==> config.mk <==
export PLATFORM = sky130hd
export DESIGN_NAME = system_unit
export DESIGN_NICKNAME = d
export VERILOG_FILES = /design/src/logic/sys_pkg.sv /design/src/logic/csr_file.sv /design/src/logic/sys_decode.sv /design/src/logic/system_unit.sv /design/src/logic/trap_ctrl.sv
export SDC_FILE = /design/constraint.sdc
export NUM_CORES = 1
export LEC_CHECK = 0
export BUFFER_PORTS_ARGS = -buffer_cell sky130_fd_sc_hd__clkbuf_2
export CELL_PAD_IN_SITES_DETAIL_PLACEMENT = 2
export CELL_PAD_IN_SITES_GLOBAL_PLACEMENT = 2
export CORE_MARGIN = 3
export CORE_UTILIZATION = 21
export DETAILED_ROUTE_END_ITERATION = 7
export PLACE_DENSITY_LB_ADDON = 0.1
export SYNTH_ARGS = -nofsm -noshare
export SYNTH_HDL_FRONTEND = slang
export SYNTH_SLANG_ARGS = --single-unit
==> constraint.sdc <==
create_clock -name clk -period 2.7 [get_ports clk]
set_clock_uncertainty 0.2 [all_clocks]
set_input_delay 0.135 -clock clk [delete_from_list [all_inputs] [get_ports clk]]
set_output_delay 0.135 -clock clk [all_outputs]
set_load 0.005 [all_outputs]
==> src/logic/sys_pkg.sv <==
/*
 * system unit package
 * CSR addresses, operation and cause encodings, constants and the
 * two views of a SYSTEM instruction word
 */

`default_nettype none

package sys_pkg;

    ////////////////////
    // widths and types
    ////////////////////
    localparam int xlen = 32;

    typedef logic [11:0] csr_addr_t;

    // interrupt flag on top, five-bit code below
    typedef logic [5:0] exp_code_t;

    typedef enum logic [1:0] {
        csr_nop   = 2'b00,
        csr_write = 2'b01,
        csr_set   = 2'b10,
        csr_clear = 2'b11
    } csr_op_e;

    ////////////////////
    // csr map
    ////////////////////
    localparam csr_addr_t csr_mstatus  = 12'h300;
    localparam csr_addr_t csr_mepc     = 12'h341;
    localparam csr_addr_t csr_mcause   = 12'h342;
    localparam csr_addr_t csr_mcpuid   = 12'hF00;
    localparam csr_addr_t csr_mimpid   = 12'hF01;
    localparam csr_addr_t csr_mestatus = 12'h7C0;

    // read-only ids, rv32i and anonymous source
    localparam logic [xlen-1:0] mcpuid_value = 32'h0000_0100;
    localparam logic [xlen-1:0] mimpid_value = 32'h0000_8000;

    // fixed field above ie in both status words
    localparam logic [1:0] status_rsvd = 2'b11;

    ////////////////////
    // trap encodings
    ////////////////////
    localparam exp_code_t exp_illegal = 6'b0_00010;
    localparam exp_code_t exp_ecall   = 6'b0_01011;
    localparam exp_code_t exp_irq_ext = 6'b1_01011;

    localparam logic [xlen-1:0] trap_vector = 32'h0000_0100;

    ////////////////////
    // instruction fields
    ////////////////////
    localparam logic [6:0] opcode_system = 7'h73;

    localparam logic [2:0] funct3_priv   = 3'b000;
    localparam logic [2:0] funct3_csrrw  = 3'b001;
    localparam logic [2:0] funct3_csrrs  = 3'b010;
    localparam logic [2:0] funct3_csrrc  = 3'b011;
    localparam logic [2:0] funct3_csrrwi = 3'b101;
    localparam logic [2:0] funct3_csrrsi = 3'b110;
    localparam logic [2:0] funct3_csrrci = 3'b111;

    localparam logic [11:0] funct12_ecall = 12'h000;
    localparam logic [11:0] funct12_mret  = 12'h302;

    // csr form, rs1 field doubles as zimm
    typedef struct packed {
        csr_addr_t  csr;
        logic [4:0] rs1_zimm;
        logic [2:0] funct3;
        logic [4:0] rd;
        logic [6:0] opcode;
    } csr_form_t;

    // privileged form, funct12 picks ecall or mret
    typedef struct packed {
        logic [11:0] funct12;
        logic [4:0]  rs1;
        logic [2:0]  funct3;
        logic [4:0]  rd;
        logic [6:0]  opcode;
    } priv_form_t;

    typedef union packed {
        csr_form_t  csr;
        priv_form_t priv;
    } sys_instr_u;

endpackage

`default_nettype wire

==> src/logic/csr_file.sv <==
/*
 * machine CSR file
 * mstatus, mepc, mcause, mestatus and the two id words, with
 * write/set/clear and trap save and restore
 */

`timescale 1ns/1ps
`default_nettype none

module csr_file import sys_pkg::*; (
    input  wire                  clk,
    input  wire                  rst_n_i,
    input  wire csr_op_e         csr_op_i,
    input  wire csr_addr_t       csr_addr_i,
    input  wire [xlen-1:0]       csr_wdata_i,
    input  wire                  commit_i,
    input  wire [xlen-1:0]       mepc_i,
    input  wire exp_code_t       exp_code_i,
    input  wire                  save_exp_i,
    input  wire                  restore_exp_i,
    output logic [xlen-1:0]      csr_rdata_o,
    output logic                 csr_illegal_o,
    output logic                 mstatus_ie_o,
    output logic [xlen-1:0]      mepc_o
);

    // state
    logic            mstatus_ie_q;
    logic            mestatus_ie_q;
    logic [xlen-1:0] mepc_q;
    exp_code_t       mcause_q;

    // next state
    logic            mstatus_ie_d;
    logic            mestatus_ie_d;
    logic [xlen-1:0] mepc_d;
    exp_code_t       mcause_d;

    logic            addr_known;
    logic            addr_ro;
    logic            csr_we;
    logic [xlen-1:0] csr_wval;

    ////////////////////
    // read side
    ////////////////////
    always_comb begin
        csr_rdata_o = '0;
        addr_known  = 1'b1;
        addr_ro     = 1'b0;

        case (csr_addr_i)
            csr_mstatus:  csr_rdata_o = {{(xlen-3){1'b0}}, status_rsvd, mstatus_ie_q};
            csr_mepc:     csr_rdata_o = mepc_q;
            // flag goes to the msb, code stays at the bottom
            csr_mcause:   csr_rdata_o = {mcause_q[5], {(xlen-6){1'b0}}, mcause_q[4:0]};
            csr_mestatus: csr_rdata_o = {{(xlen-3){1'b0}}, status_rsvd, mestatus_ie_q};
            csr_mcpuid: begin
                csr_rdata_o = mcpuid_value;
                addr_ro     = 1'b1;
            end
            csr_mimpid: begin
                csr_rdata_o = mimpid_value;
                addr_ro     = 1'b1;
            end
            // unknown address reads zero
            default:      addr_known = 1'b0;
        endcase
    end

    // any access to an unknown address, or a real write to an id word
    assign csr_illegal_o = !addr_known || (addr_ro && (csr_op_i != csr_nop));

    ////////////////////
    // write value
    ////////////////////
    always_comb begin
        case (csr_op_i)
            csr_write: csr_wval = csr_wdata_i;
            csr_set:   csr_wval = csr_rdata_o | csr_wdata_i;
            csr_clear: csr_wval = csr_rdata_o & ~csr_wdata_i;
            default:   csr_wval = csr_rdata_o;
        endcase
    end

    // trap controller holds commit low on any trap
    assign csr_we = commit_i && (csr_op_i != csr_nop);

    ////////////////////
    // next state
    ////////////////////
    always_comb begin
        mstatus_ie_d  = mstatus_ie_q;
        mestatus_ie_d = mestatus_ie_q;
        mepc_d        = mepc_q;
        mcause_d      = mcause_q;

        if (csr_we) begin
            case (csr_addr_i)
                csr_mstatus:  mstatus_ie_d  = csr_wval[0];
                csr_mepc:     mepc_d        = csr_wval;
                csr_mcause:   mcause_d      = {csr_wval[xlen-1], csr_wval[4:0]};
                csr_mestatus: mestatus_ie_d = csr_wval[0];
                default:      ;
            endcase
        end

        // trap entry, stash ie and mask further interrupts
        if (save_exp_i) begin
            mcause_d      = exp_code_i;
            mepc_d        = mepc_i;
            mestatus_ie_d = mstatus_ie_q;
            mstatus_ie_d  = 1'b0;
        end

        // mret brings ie back
        if (restore_exp_i) begin
            mstatus_ie_d = mestatus_ie_q;
        end
    end

    always_ff @(posedge clk) begin
        if (!rst_n_i) begin
            mstatus_ie_q  <= 1'b0;
            mestatus_ie_q <= 1'b0;
            mepc_q        <= '0;
            mcause_q      <= '0;
        end else begin
            mstatus_ie_q  <= mstatus_ie_d;
            mestatus_ie_q <= mestatus_ie_d;
            mepc_q        <= mepc_d;
            mcause_q      <= mcause_d;
        end
    end

    assign mstatus_ie_o = mstatus_ie_q;
    assign mepc_o       = mepc_q;

endmodule

`default_nettype wire

==> src/logic/sys_decode.sv <==
/*
 * SYSTEM instruction decoder
 * splits a SYSTEM word into a CSR access or an ECALL/MRET strobe
 */

`timescale 1ns/1ps
`default_nettype none

module sys_decode import sys_pkg::*; (
    input  wire             instr_valid_i,
    input  wire sys_instr_u instr_i,
    output csr_op_e         csr_op_o,
    output csr_addr_t       csr_addr_o,
    output logic            csr_operand_sel_imm_o,
    output logic            csr_rd_en_o,
    output logic            is_csr_o,
    output logic            ecall_o,
    output logic            mret_o,
    output logic            illegal_sys_o
);

    logic       is_system;
    logic [2:0] funct3;
    logic       operand_nz;
    logic       priv_clean;

    // only a valid word with the SYSTEM opcode counts
    assign is_system = instr_valid_i && (instr_i.csr.opcode == opcode_system);
    assign funct3    = instr_i.csr.funct3;

    // rs1 index or zimm, both live in the same field
    assign operand_nz = (instr_i.csr.rs1_zimm != 5'd0);

    // ecall and mret carry zero rs1 and rd
    assign priv_clean = (instr_i.priv.rs1 == 5'd0) && (instr_i.priv.rd == 5'd0);

    always_comb begin
        csr_op_o              = csr_nop;
        csr_operand_sel_imm_o = 1'b0;
        is_csr_o              = 1'b0;
        ecall_o               = 1'b0;
        mret_o                = 1'b0;
        illegal_sys_o         = 1'b0;

        if (is_system) begin
            // upper funct3 bit selects the zimm forms
            csr_operand_sel_imm_o = funct3[2];

            case (funct3)
                funct3_priv: begin
                    if (priv_clean && (instr_i.priv.funct12 == funct12_ecall)) begin
                        ecall_o = 1'b1;
                    end else if (priv_clean && (instr_i.priv.funct12 == funct12_mret)) begin
                        mret_o = 1'b1;
                    end else begin
                        illegal_sys_o = 1'b1;
                    end
                end
                funct3_csrrw, funct3_csrrwi: begin
                    is_csr_o = 1'b1;
                    csr_op_o = csr_write;
                end
                // zero operand field makes set/clear a pure read
                funct3_csrrs, funct3_csrrsi: begin
                    is_csr_o = 1'b1;
                    csr_op_o = operand_nz ? csr_set : csr_nop;
                end
                funct3_csrrc, funct3_csrrci: begin
                    is_csr_o = 1'b1;
                    csr_op_o = operand_nz ? csr_clear : csr_nop;
                end
                // funct3 100 is reserved
                default: begin
                    illegal_sys_o = 1'b1;
                end
            endcase
        end
    end

    assign csr_addr_o = instr_i.csr.csr;

    // writeback only when rd is a real register
    assign csr_rd_en_o = is_csr_o && (instr_i.csr.rd != 5'd0);

endmodule

`default_nettype wire

==> src/logic/system_unit.sv <==
/*
 * machine-mode system unit
 * SYSTEM decode, CSR file and trap control for an RV32I core
 */

`timescale 1ns/1ps
`default_nettype none

module system_unit import sys_pkg::*; (
    input  wire             clk,
    input  wire             rst_n_i,
    input  wire             instr_valid_i,
    input  wire sys_instr_u instr_i,
    input  wire [xlen-1:0]  pc_i,
    input  wire [xlen-1:0]  rs1_data_i,
    input  wire             irq_i,
    output logic [xlen-1:0] rd_data_o,
    output logic            rd_we_o,
    output logic            redirect_o,
    output logic [xlen-1:0] redirect_pc_o
);

    // decoder
    csr_op_e         csr_op;
    csr_addr_t       csr_addr;
    logic            sel_imm;
    logic            csr_rd_en;
    logic            is_csr;
    logic            ecall;
    logic            mret;
    logic            illegal_sys;

    // csr file
    logic [xlen-1:0] csr_wdata;
    logic            csr_illegal;
    logic            mstatus_ie;
    logic [xlen-1:0] mepc;

    // trap control
    logic            save_exp;
    logic            restore_exp;
    exp_code_t       exp_code;
    logic            commit;

    sys_decode u_decode (
        .instr_valid_i         (instr_valid_i),
        .instr_i               (instr_i),
        .csr_op_o              (csr_op),
        .csr_addr_o            (csr_addr),
        .csr_operand_sel_imm_o (sel_imm),
        .csr_rd_en_o           (csr_rd_en),
        .is_csr_o              (is_csr),
        .ecall_o               (ecall),
        .mret_o                (mret),
        .illegal_sys_o         (illegal_sys)
    );

    // zimm zero extended, else the register operand
    assign csr_wdata = sel_imm ? {{(xlen-5){1'b0}}, instr_i.csr.rs1_zimm} : rs1_data_i;

    csr_file u_csr (
        .clk           (clk),
        .rst_n_i       (rst_n_i),
        .csr_op_i      (csr_op),
        .csr_addr_i    (csr_addr),
        .csr_wdata_i   (csr_wdata),
        .commit_i      (commit),
        .mepc_i        (pc_i),
        .exp_code_i    (exp_code),
        .save_exp_i    (save_exp),
        .restore_exp_i (restore_exp),
        .csr_rdata_o   (rd_data_o),
        .csr_illegal_o (csr_illegal),
        .mstatus_ie_o  (mstatus_ie),
        .mepc_o        (mepc)
    );

    trap_ctrl u_trap (
        .instr_valid_i (instr_valid_i),
        .is_csr_i      (is_csr),
        .ecall_i       (ecall),
        .mret_i        (mret),
        .illegal_sys_i (illegal_sys),
        .csr_illegal_i (csr_illegal),
        .irq_i         (irq_i),
        .mstatus_ie_i  (mstatus_ie),
        .mepc_i        (mepc),
        .save_exp_o    (save_exp),
        .restore_exp_o (restore_exp),
        .exp_code_o    (exp_code),
        .commit_o      (commit),
        .redirect_o    (redirect_o),
        .redirect_pc_o (redirect_pc_o)
    );

    // no writeback from a trapped instruction
    assign rd_we_o = csr_rd_en && commit;

endmodule

`default_nettype wire

==> src/logic/trap_ctrl.sv <==
/*
 * trap sequencer
 * ranks interrupt, illegal access and ECALL, drives save/restore
 * and the pc redirect
 */

`timescale 1ns/1ps
`default_nettype none

module trap_ctrl import sys_pkg::*; (
    input  wire             instr_valid_i,
    input  wire             is_csr_i,
    input  wire             ecall_i,
    input  wire             mret_i,
    input  wire             illegal_sys_i,
    input  wire             csr_illegal_i,
    input  wire             irq_i,
    input  wire             mstatus_ie_i,
    input  wire [xlen-1:0]  mepc_i,
    output logic            save_exp_o,
    output logic            restore_exp_o,
    output exp_code_t       exp_code_o,
    output logic            commit_o,
    output logic            redirect_o,
    output logic [xlen-1:0] redirect_pc_o
);

    logic irq_take;
    logic illegal_take;
    logic trap;

    ////////////////////
    // trap sources
    ////////////////////

    // interrupt needs a live instruction to replace
    assign irq_take = instr_valid_i && irq_i && mstatus_ie_i;

    // csr illegality only matters for an actual csr instruction,
    // other SYSTEM words also drive the address lines
    assign illegal_take = (is_csr_i && csr_illegal_i) || illegal_sys_i;

    assign trap = irq_take || illegal_take || ecall_i;

    // cause, interrupt first
    always_comb begin
        if (irq_take) begin
            exp_code_o = exp_irq_ext;
        end else if (illegal_take) begin
            exp_code_o = exp_illegal;
        end else begin
            exp_code_o = exp_ecall;
        end
    end

    ////////////////////
    // strobes
    ////////////////////
    assign save_exp_o = trap;

    // an interrupt preempts the mret itself
    assign restore_exp_o = mret_i && !irq_take;

    // csr side effects only when nothing traps
    assign commit_o = is_csr_i && !trap;

    ////////////////////
    // redirect
    ////////////////////
    assign redirect_o    = trap || restore_exp_o;
    assign redirect_pc_o = trap ? trap_vector : mepc_i;

endmodule

`default_nettype wire

# After elaboration in Yosys (flattened, before gate mapping)
# Index checks and enable logic that the tools add are counted.
[word_totals]
elab_cells = 107
output_inout_bits = 66
inputBits = 100
register_bits = 40
[op_classes]
n_eq_ne = 17
reduce_logical = 44
bitwise_logic = 3
n_mux = 39
[op_table]
columns = ["operator", "count"]
rows = [
  ["$pmux W32 S6", 1],
  ["$mux W32", 5],
  ["$pmux W32 S3", 1],
  ["$eq A12 B10 Y1 const B", 4],
  ["$and A32 B32 Y32", 1],
  ["$not A32 Y32", 1],
  ["$or A32 B32 Y32", 1],
  ["$eq A12 B12 Y1 const B", 2],
  ["$mux W6", 4],
  ["$mux W1", 22],
  ["$logic_and A1 B1 Y1", 13],
  ["$eq A12 B11 Y1 const B", 1],
  ["$logic_not A12 Y1", 1],
  ["$reduce_or A6 Y1", 2],
  ["$logic_not A5 Y1", 2],
  ["$reduce_bool A2 Y1", 5],
  ["$reduce_bool A5 Y1", 2],
  ["$eq A3 B3 Y1 const B", 3],
  ["$reduce_and A2 Y1", 4],
  ["$reduce_or A2 Y1", 4],
  ["$eq A7 B7 Y1 const B", 1],
  ["$eq A3 B2 Y1 const B", 2],
  ["$mux W2", 3],
  ["$pmux W2 S3", 1],
  ["other kinds (9)", 17],
]

# Longest topological paths before layout
[logic_depth]
word_depth = 17
mapped_depth = 9
mapped_depth_nobuf = 6

# Modules after synthesis
# Synthesis repeated with hierarchy kept, for this count alone.
[hier_totals]
cells_unflattened = 486
hier_area_um2 = 3841.2
[modules_own_cells]
columns = ["module", "seq_area_each_um2", "area_per_inst_um2", "cells_each", "n_inst"]
rows = [
  ["csr_file", 800.8, 2761.4, 356, 1],
  ["trap_ctrl", 0.0, 551.8, 55, 1],
  ["system_unit", 0.0, 266.5, 36, 1],
  ["sys_decode", 0.0, 261.5, 39, 1],
]

# Least setup slack after synthesis
# OpenSTA, ideal clock, no wires.
[synth_timing]
path_kind = "input-to-reg"
from = "in instr_i[15] (netlist name)"
to = "reg u_csr.mstatus_ie_q, in the netlist u_csr.mstatus_ie_o"
setup_ns = 0.074
path_slack_ns = 0.019
n_path_buf = 1
path_stages = 7
t_arrival_ns = 2.407
path_cell_list = "or4_4 or4_4 o31a_1 a311o_1 buf_6 or3_1 a31oi_1"
[synth_between]
elab_chain_cells = 16
word_cells_on_any_way = 46
classes_between = "3 x eq/ne; 21 x mux; 3 x bitwise; 19 x reduce/logical"
[synth_rtl]
columns = ["item", "line_no", "source"]
rows = [
  ["from (decl)", "system_unit.sv:13", "input wire sys_instr_u instr_i,"],
  ["$reduce_bool A5 Y1", "sys_decode.sv:32", "assign operand_nz = (instr_i.csr.rs1_zimm != 5'd0);"],
  ["$mux W2, on equally long branches", "sys_decode.sv:70, sys_decode.sv:66", ""],
  ["$pmux W2 S3", "sys_decode.sv:49", "case (funct3)"],
  ["$mux W2", "sys_decode.sv:45", "if (is_system) begin"],
  ["$reduce_bool A2 Y1", "csr_file.sv:72, csr_file.sv:87", ""],
  ["$logic_and A1 B1 Y1", "csr_file.sv:72", "assign csr_illegal_o = !addr_known || (addr_ro && (csr_op_i != csr_nop));"],
  ["$logic_or A1 B1 Y1", "csr_file.sv:72", ""],
  ["$logic_and A1 B1 Y1", "trap_ctrl.sv:41", "assign illegal_take = (is_csr_i && csr_illegal_i) || illegal_sys_i;"],
  ["$logic_or A1 B1 Y1", "trap_ctrl.sv:41", ""],
  ["$logic_or A1 B1 Y1 (2 in a row)", "trap_ctrl.sv:43", "assign trap = irq_take || illegal_take || ecall_i;"],
  ["$logic_not A1 Y1", "trap_ctrl.sv:65", "assign commit_o = is_csr_i && !trap;"],
  ["$logic_and A1 B1 Y1", "trap_ctrl.sv:65", ""],
  ["$logic_and A1 B1 Y1", "csr_file.sv:87", "assign csr_we = commit_i && (csr_op_i != csr_nop);"],
  ["$reduce_bool A3 Y1 (no line)", "-", ""],
  ["$reduce_and A2 Y1 (no line)", "-", ""],
  ["to (signal assigned)", "csr_file.sv:129", "mstatus_ie_q <= mstatus_ie_d;"],
  ["to (decl)", "csr_file.sv:28", "logic mstatus_ie_q;"],
]
# Several ways; a longest one is shown, not always the timed one. The select of a mux whose other input is x is not followed.
# A chain may end at the register's enable or synchronous reset.

# Final worst setup path
[layout_timing]
from = "in instr_i[8] (netlist name)"
to = "out redirect_pc_o[18]"
[layout_between]
elab_chain_cells = 11
word_cells_on_any_way = 15
classes_between = "8 x mux; 7 x reduce/logical"
[layout_rtl]
columns = ["item", "line_no", "source"]
rows = [
  ["$logic_not A5 Y1 *", "sys_decode.sv:35", "assign priv_clean = (instr_i.priv.rs1 == 5'd0) && (instr_i.priv.rd == 5'd0);"],
  ["$logic_and A1 B1 Y1 *", "sys_decode.sv:35", ""],
  ["$logic_and A1 B1 Y1", "sys_decode.sv:53", "end else if (priv_clean && (instr_i.priv.funct12 == funct12_mret)) begin"],
  ["$mux W1", "sys_decode.sv:53", ""],
  ["$mux W1", "sys_decode.sv:51", "if (priv_clean && (instr_i.priv.funct12 == funct12_ecall)) begin"],
  ["$pmux W1 S2", "sys_decode.sv:49", ""],
  ["$mux W1", "sys_decode.sv:45", ""],
  ["$logic_or A1 B1 Y1", "trap_ctrl.sv:41", ""],
  ["$logic_or A1 B1 Y1", "trap_ctrl.sv:43", ""],
  ["$logic_or A1 B1 Y1 *", "trap_ctrl.sv:43", ""],
  ["$mux W32 *", "trap_ctrl.sv:71", "assign redirect_pc_o = trap ? trap_vector : mepc_i;"],
  ["to (decl)", "system_unit.sv:20", "output logic [xlen-1:0] redirect_pc_o"],
]
# Mark *: on every way between the ends. The rest lies on a longest branch, timed or not.

==> impl_metrics.yaml <==
synthesis:
  synthCells: 442
  ys.flop_type: "dfxtp_1"
  synth_cell_type_count: 54
  ys_warn_count: 0
  yosys_register_bits: 40
  synth_edf_count: 0
  syn_avg_cell_area_um2: 7.05
  synth-seq-area-share_pct: 25.7
  syn-cell-area_um2: 3120
  synth_async_sr_flop_share_pct: 0
  synth_nets: 542
timing:
  period_needed_ps: 2840
  slew-limit-headroom_pct: 35.9
  maxSlewViolCount: 0
  final.period_utilization_pct: 105
  grt_setup_unrepaired: "true"
  fmaxAchievable_mhz: 352
  final.setup.worst_slack_ps: -142
  hold_slack_ps: -18.9
  hold_violations: 2
  setup_viol: 46
  worst_slew_pin_slew_ps: 954
floorplan:
  die_area_um2: 16300
  ioPinCount: 166
  die_x_um: 128
  num_rows: 43
  core_area_um2: 14200
  start_util_pct: 21.9
  die_h_um: 128
global_route:
  grt_max_degree: 27
  grt_pass1_wl_um: 27000
  overflow: 0
  grt.total_usage_pct: 20.6
  grt_busiest_layer: "met2"
  use_met2_pct: 37.5
  antenna_found_initial: 1
  grt_pass1_vias: 4964
  met1_usage_pct: 25.3
  met3_usage_pct: 3.46
clocking:
  clkLatencyLatePin_ps: 290
  cts-root-buf: "clkbuf_16"
  htreeDepth: 2
  ctsLongestPathBuffers: 2
  cts_tree: "done"
  clkTransAtPathRegs_ps: 60
  cts_sinks: 40
  cts_buffers: 5
power_and_ir_drop:
  ir_worst_vdd_uv: 236
  power.density_nw_per_um2: 287
  power.total_mw: 1.64
  p_leak_nw: 2.61
run_status:
  failed_checks: "negative hold slack, negative setup slack"
  status: "finished, violations left"
worst_setup_path:
  critPathArrivalTime_ps: 2510
  cp-start-kind: "input pin"
  required_ps: 2370
  slowest_stage: "or4_4"
  cpPeakStageDelay_ps: 530
  crit_path_cell_trace: "buf_6, or4_4, or4_4, o31a_1, a311oi_4, buf_6, clkbuf_16, clkbuf_16, and2_4, clkbuf_2"
  crit_type: "in2out"
  crit_fanout: 5
  cpLargestDelayFamily: "simple AND/OR/NAND/NOR gates"
  cp_num_buf_inv: 5
  endpoint_kind: "output pin"
drt:
  vias: 4574
  drc: 0
  ant_nets: 0
  drtIter0Drc: 223
  routed_wirelength_um: 18700
  detail_route.wl_per_cell_um: 21.3
  viasPerCell: 5.22
  firstDrtPassIters: 4
run:
  cap_violations: 0
cells_and_area:
  drive_gt1_share_pct: 41.4
  nFillCells: 1605
  area_growth_pct: 84.0
  layout.nets: 795
place:
  numPortBuffers: 165
  hpwl_um: 12600
  routabilityCongestion: 0.837
hold_path:
  hold_path_class: "in2reg"
[power by group]
part | total, mW | internal [mW] | switching [mW]
clock network | 0.751 | 0.488 | 0.264
registers | 0.596 | 0.593 | 0.00312
logic | 0.296 | 0.157 | 0.139
[cell usage after synthesis, types with 4 or more instances]
| library cell | n | share of area [%] |
|---|---|---|
| o21ai_0 | 56 | 9.0 |
| nor2_1 | 21 | 2.5 |
| o31ai_1 | 5 | 1.2 |
| buf_2 | 4 | 0.64 |
| nand4_1 | 6 | 1.2 |
| nor3_1 | 11 | 1.8 |
| nor2b_1 | 5 | 1.0 |
| nand2b_1 | 4 | 0.80 |
| and2_1 | 35 | 7.0 |
| nand2_1 | 43 | 5.2 |
| dfxtp_1 | 40 | 26 |
| nand3_1 | 9 | 1.4 |
| or3_1 | 4 | 0.80 |
| a31oi_1 | 28 | 5.6 |
| inv_1 | 5 | 0.60 |
| o22ai_1 | 4 | 0.80 |
| a31o_2 | 4 | 1.1 |
| nor4_1 | 4 | 0.80 |
| and3_1 | 29 | 5.8 |
| a211oi_1 | 5 | 1.2 |
| mux2i_1 | 8 | 2.6 |
| a21oi_1 | 29 | 4.7 |
| a22oi_1 | 6 | 1.4 |
| clkbuf_1 | 31 | 3.7 |
[kinds of logic after synthesis]
logic type / count (synthesis) / share of synthesized area [%]
AO/OA/AOI/OAI: 164 / 33.2
multiplexers: 8 / 2.57
flip-flops: 40 / 25.7
AND/OR/NAND/NOR: 187 / 32.9
buffers and inverters: 43 / 5.70
[layout make-up]
type | count | area, um^2 | share of cell area (%)
clock buffers | 7 | 153 | 2.66
flip-flops and latches | 40 | 801 | 14.0
multi-input cells | 359 | 2270 | 39.6
inverters | 6 | 22.5 | 0.393
well taps | 180 | 225 | 3.93
clock inverters | 1 | 30.0 | 0.524
diodes | 1 | 2.50 | 0.0436
repair buffers | 283 | 2230 | 38.8
[per-layer routing]
layer	wire length, um	up-vias
met2	9610	139
met5	0	-
met3	872	15
met4	237	0
met1	7940	2254
li1	-	2166
[placed cells by master, fill, tap and decap left out, types with 4 or more instances in the layout]
master,instances
o31ai_1,5
nand3_1,9
a31o_2,4
o21ai_1,4
a22oi_1,6
nor2b_1,4
buf_6,28
or4_4,4
clkbuf_16,14
and3_1,29
dfxtp_1,40
nand2_1,42
nor4_1,4
buf_12,5
nor2_1,20
a31oi_1,28
and2_4,26
nand4_1,6
dlygate4sd3_1,53
buf_4,46
nor3_1,11
o21ai_0,52
a21oi_1,29
and2_1,9
o22ai_1,4
inv_1,5
a211oi_1,5
clkbuf_2,139
mux2i_1,8
[state kept, by name, summed over array words and instances, names as in the netlist]
signal / count
u_csr.mstatus_ie_o: 1
u_csr.mestatus_ie_q: 1
u_csr.mcause_q: 6
u_csr.mepc_o: 32
[per-stage QoR]
stage | TNS [ps] | cells | instance area, um^2 | setup WS, ps | utilization (%)
floorplan | 0 | 442 | 3120 | 18.5 | -
global placement | -3300 | 790 | 4380 | -91.5 | 30.8
detailed placement | -6130 | 790 | 4380 | -177 | 30.8
CTS | -3860 | 853 | 5110 | -137 | 36.0
global route | -7830 | 877 | 5730 | -187 | 40.4
finish | -4860 | 877 | 5730 | -142 | 40.4
[path summary, 6_finish.rpt]
check	start	to	slack [ps]	cells after the start
setup / recovery	instr_i[8]	redirect_pc_o[18]	-140	10
hold / removal	pc_i[13]	u_csr.mepc_o[13]	-20	3
setup reg to reg	u_csr.mstatus_ie_o	u_csr.mepc_o[25]	540	9
hold reg to reg	u_csr.mestatus_ie_q	u_csr.mstatus_ie_o	310	2
[worst register-to-register path, cell delays in order, from the launching register on]
cell and delay, ps:
dfxtp_1 420, and3_1 310, a311oi_4 70, buf_6 170
clkbuf_16 160, buf_4 150, buf_4 140, clkbuf_16 160
o21ai_0 190, a31oi_1 60
[repair_timing]
action | CTS | global route
pin swaps | 1 | 10
cloned | 0 | 9
gates resized for setup | 2 | 88
endpoints found under the setup margin | 34 | 38
buffers inserted | 2 | 14
hold buffers | 53 | 0
hold endpoints to repair | 32 | 0
No activity file was read; power rests on OpenSTA's default activity.
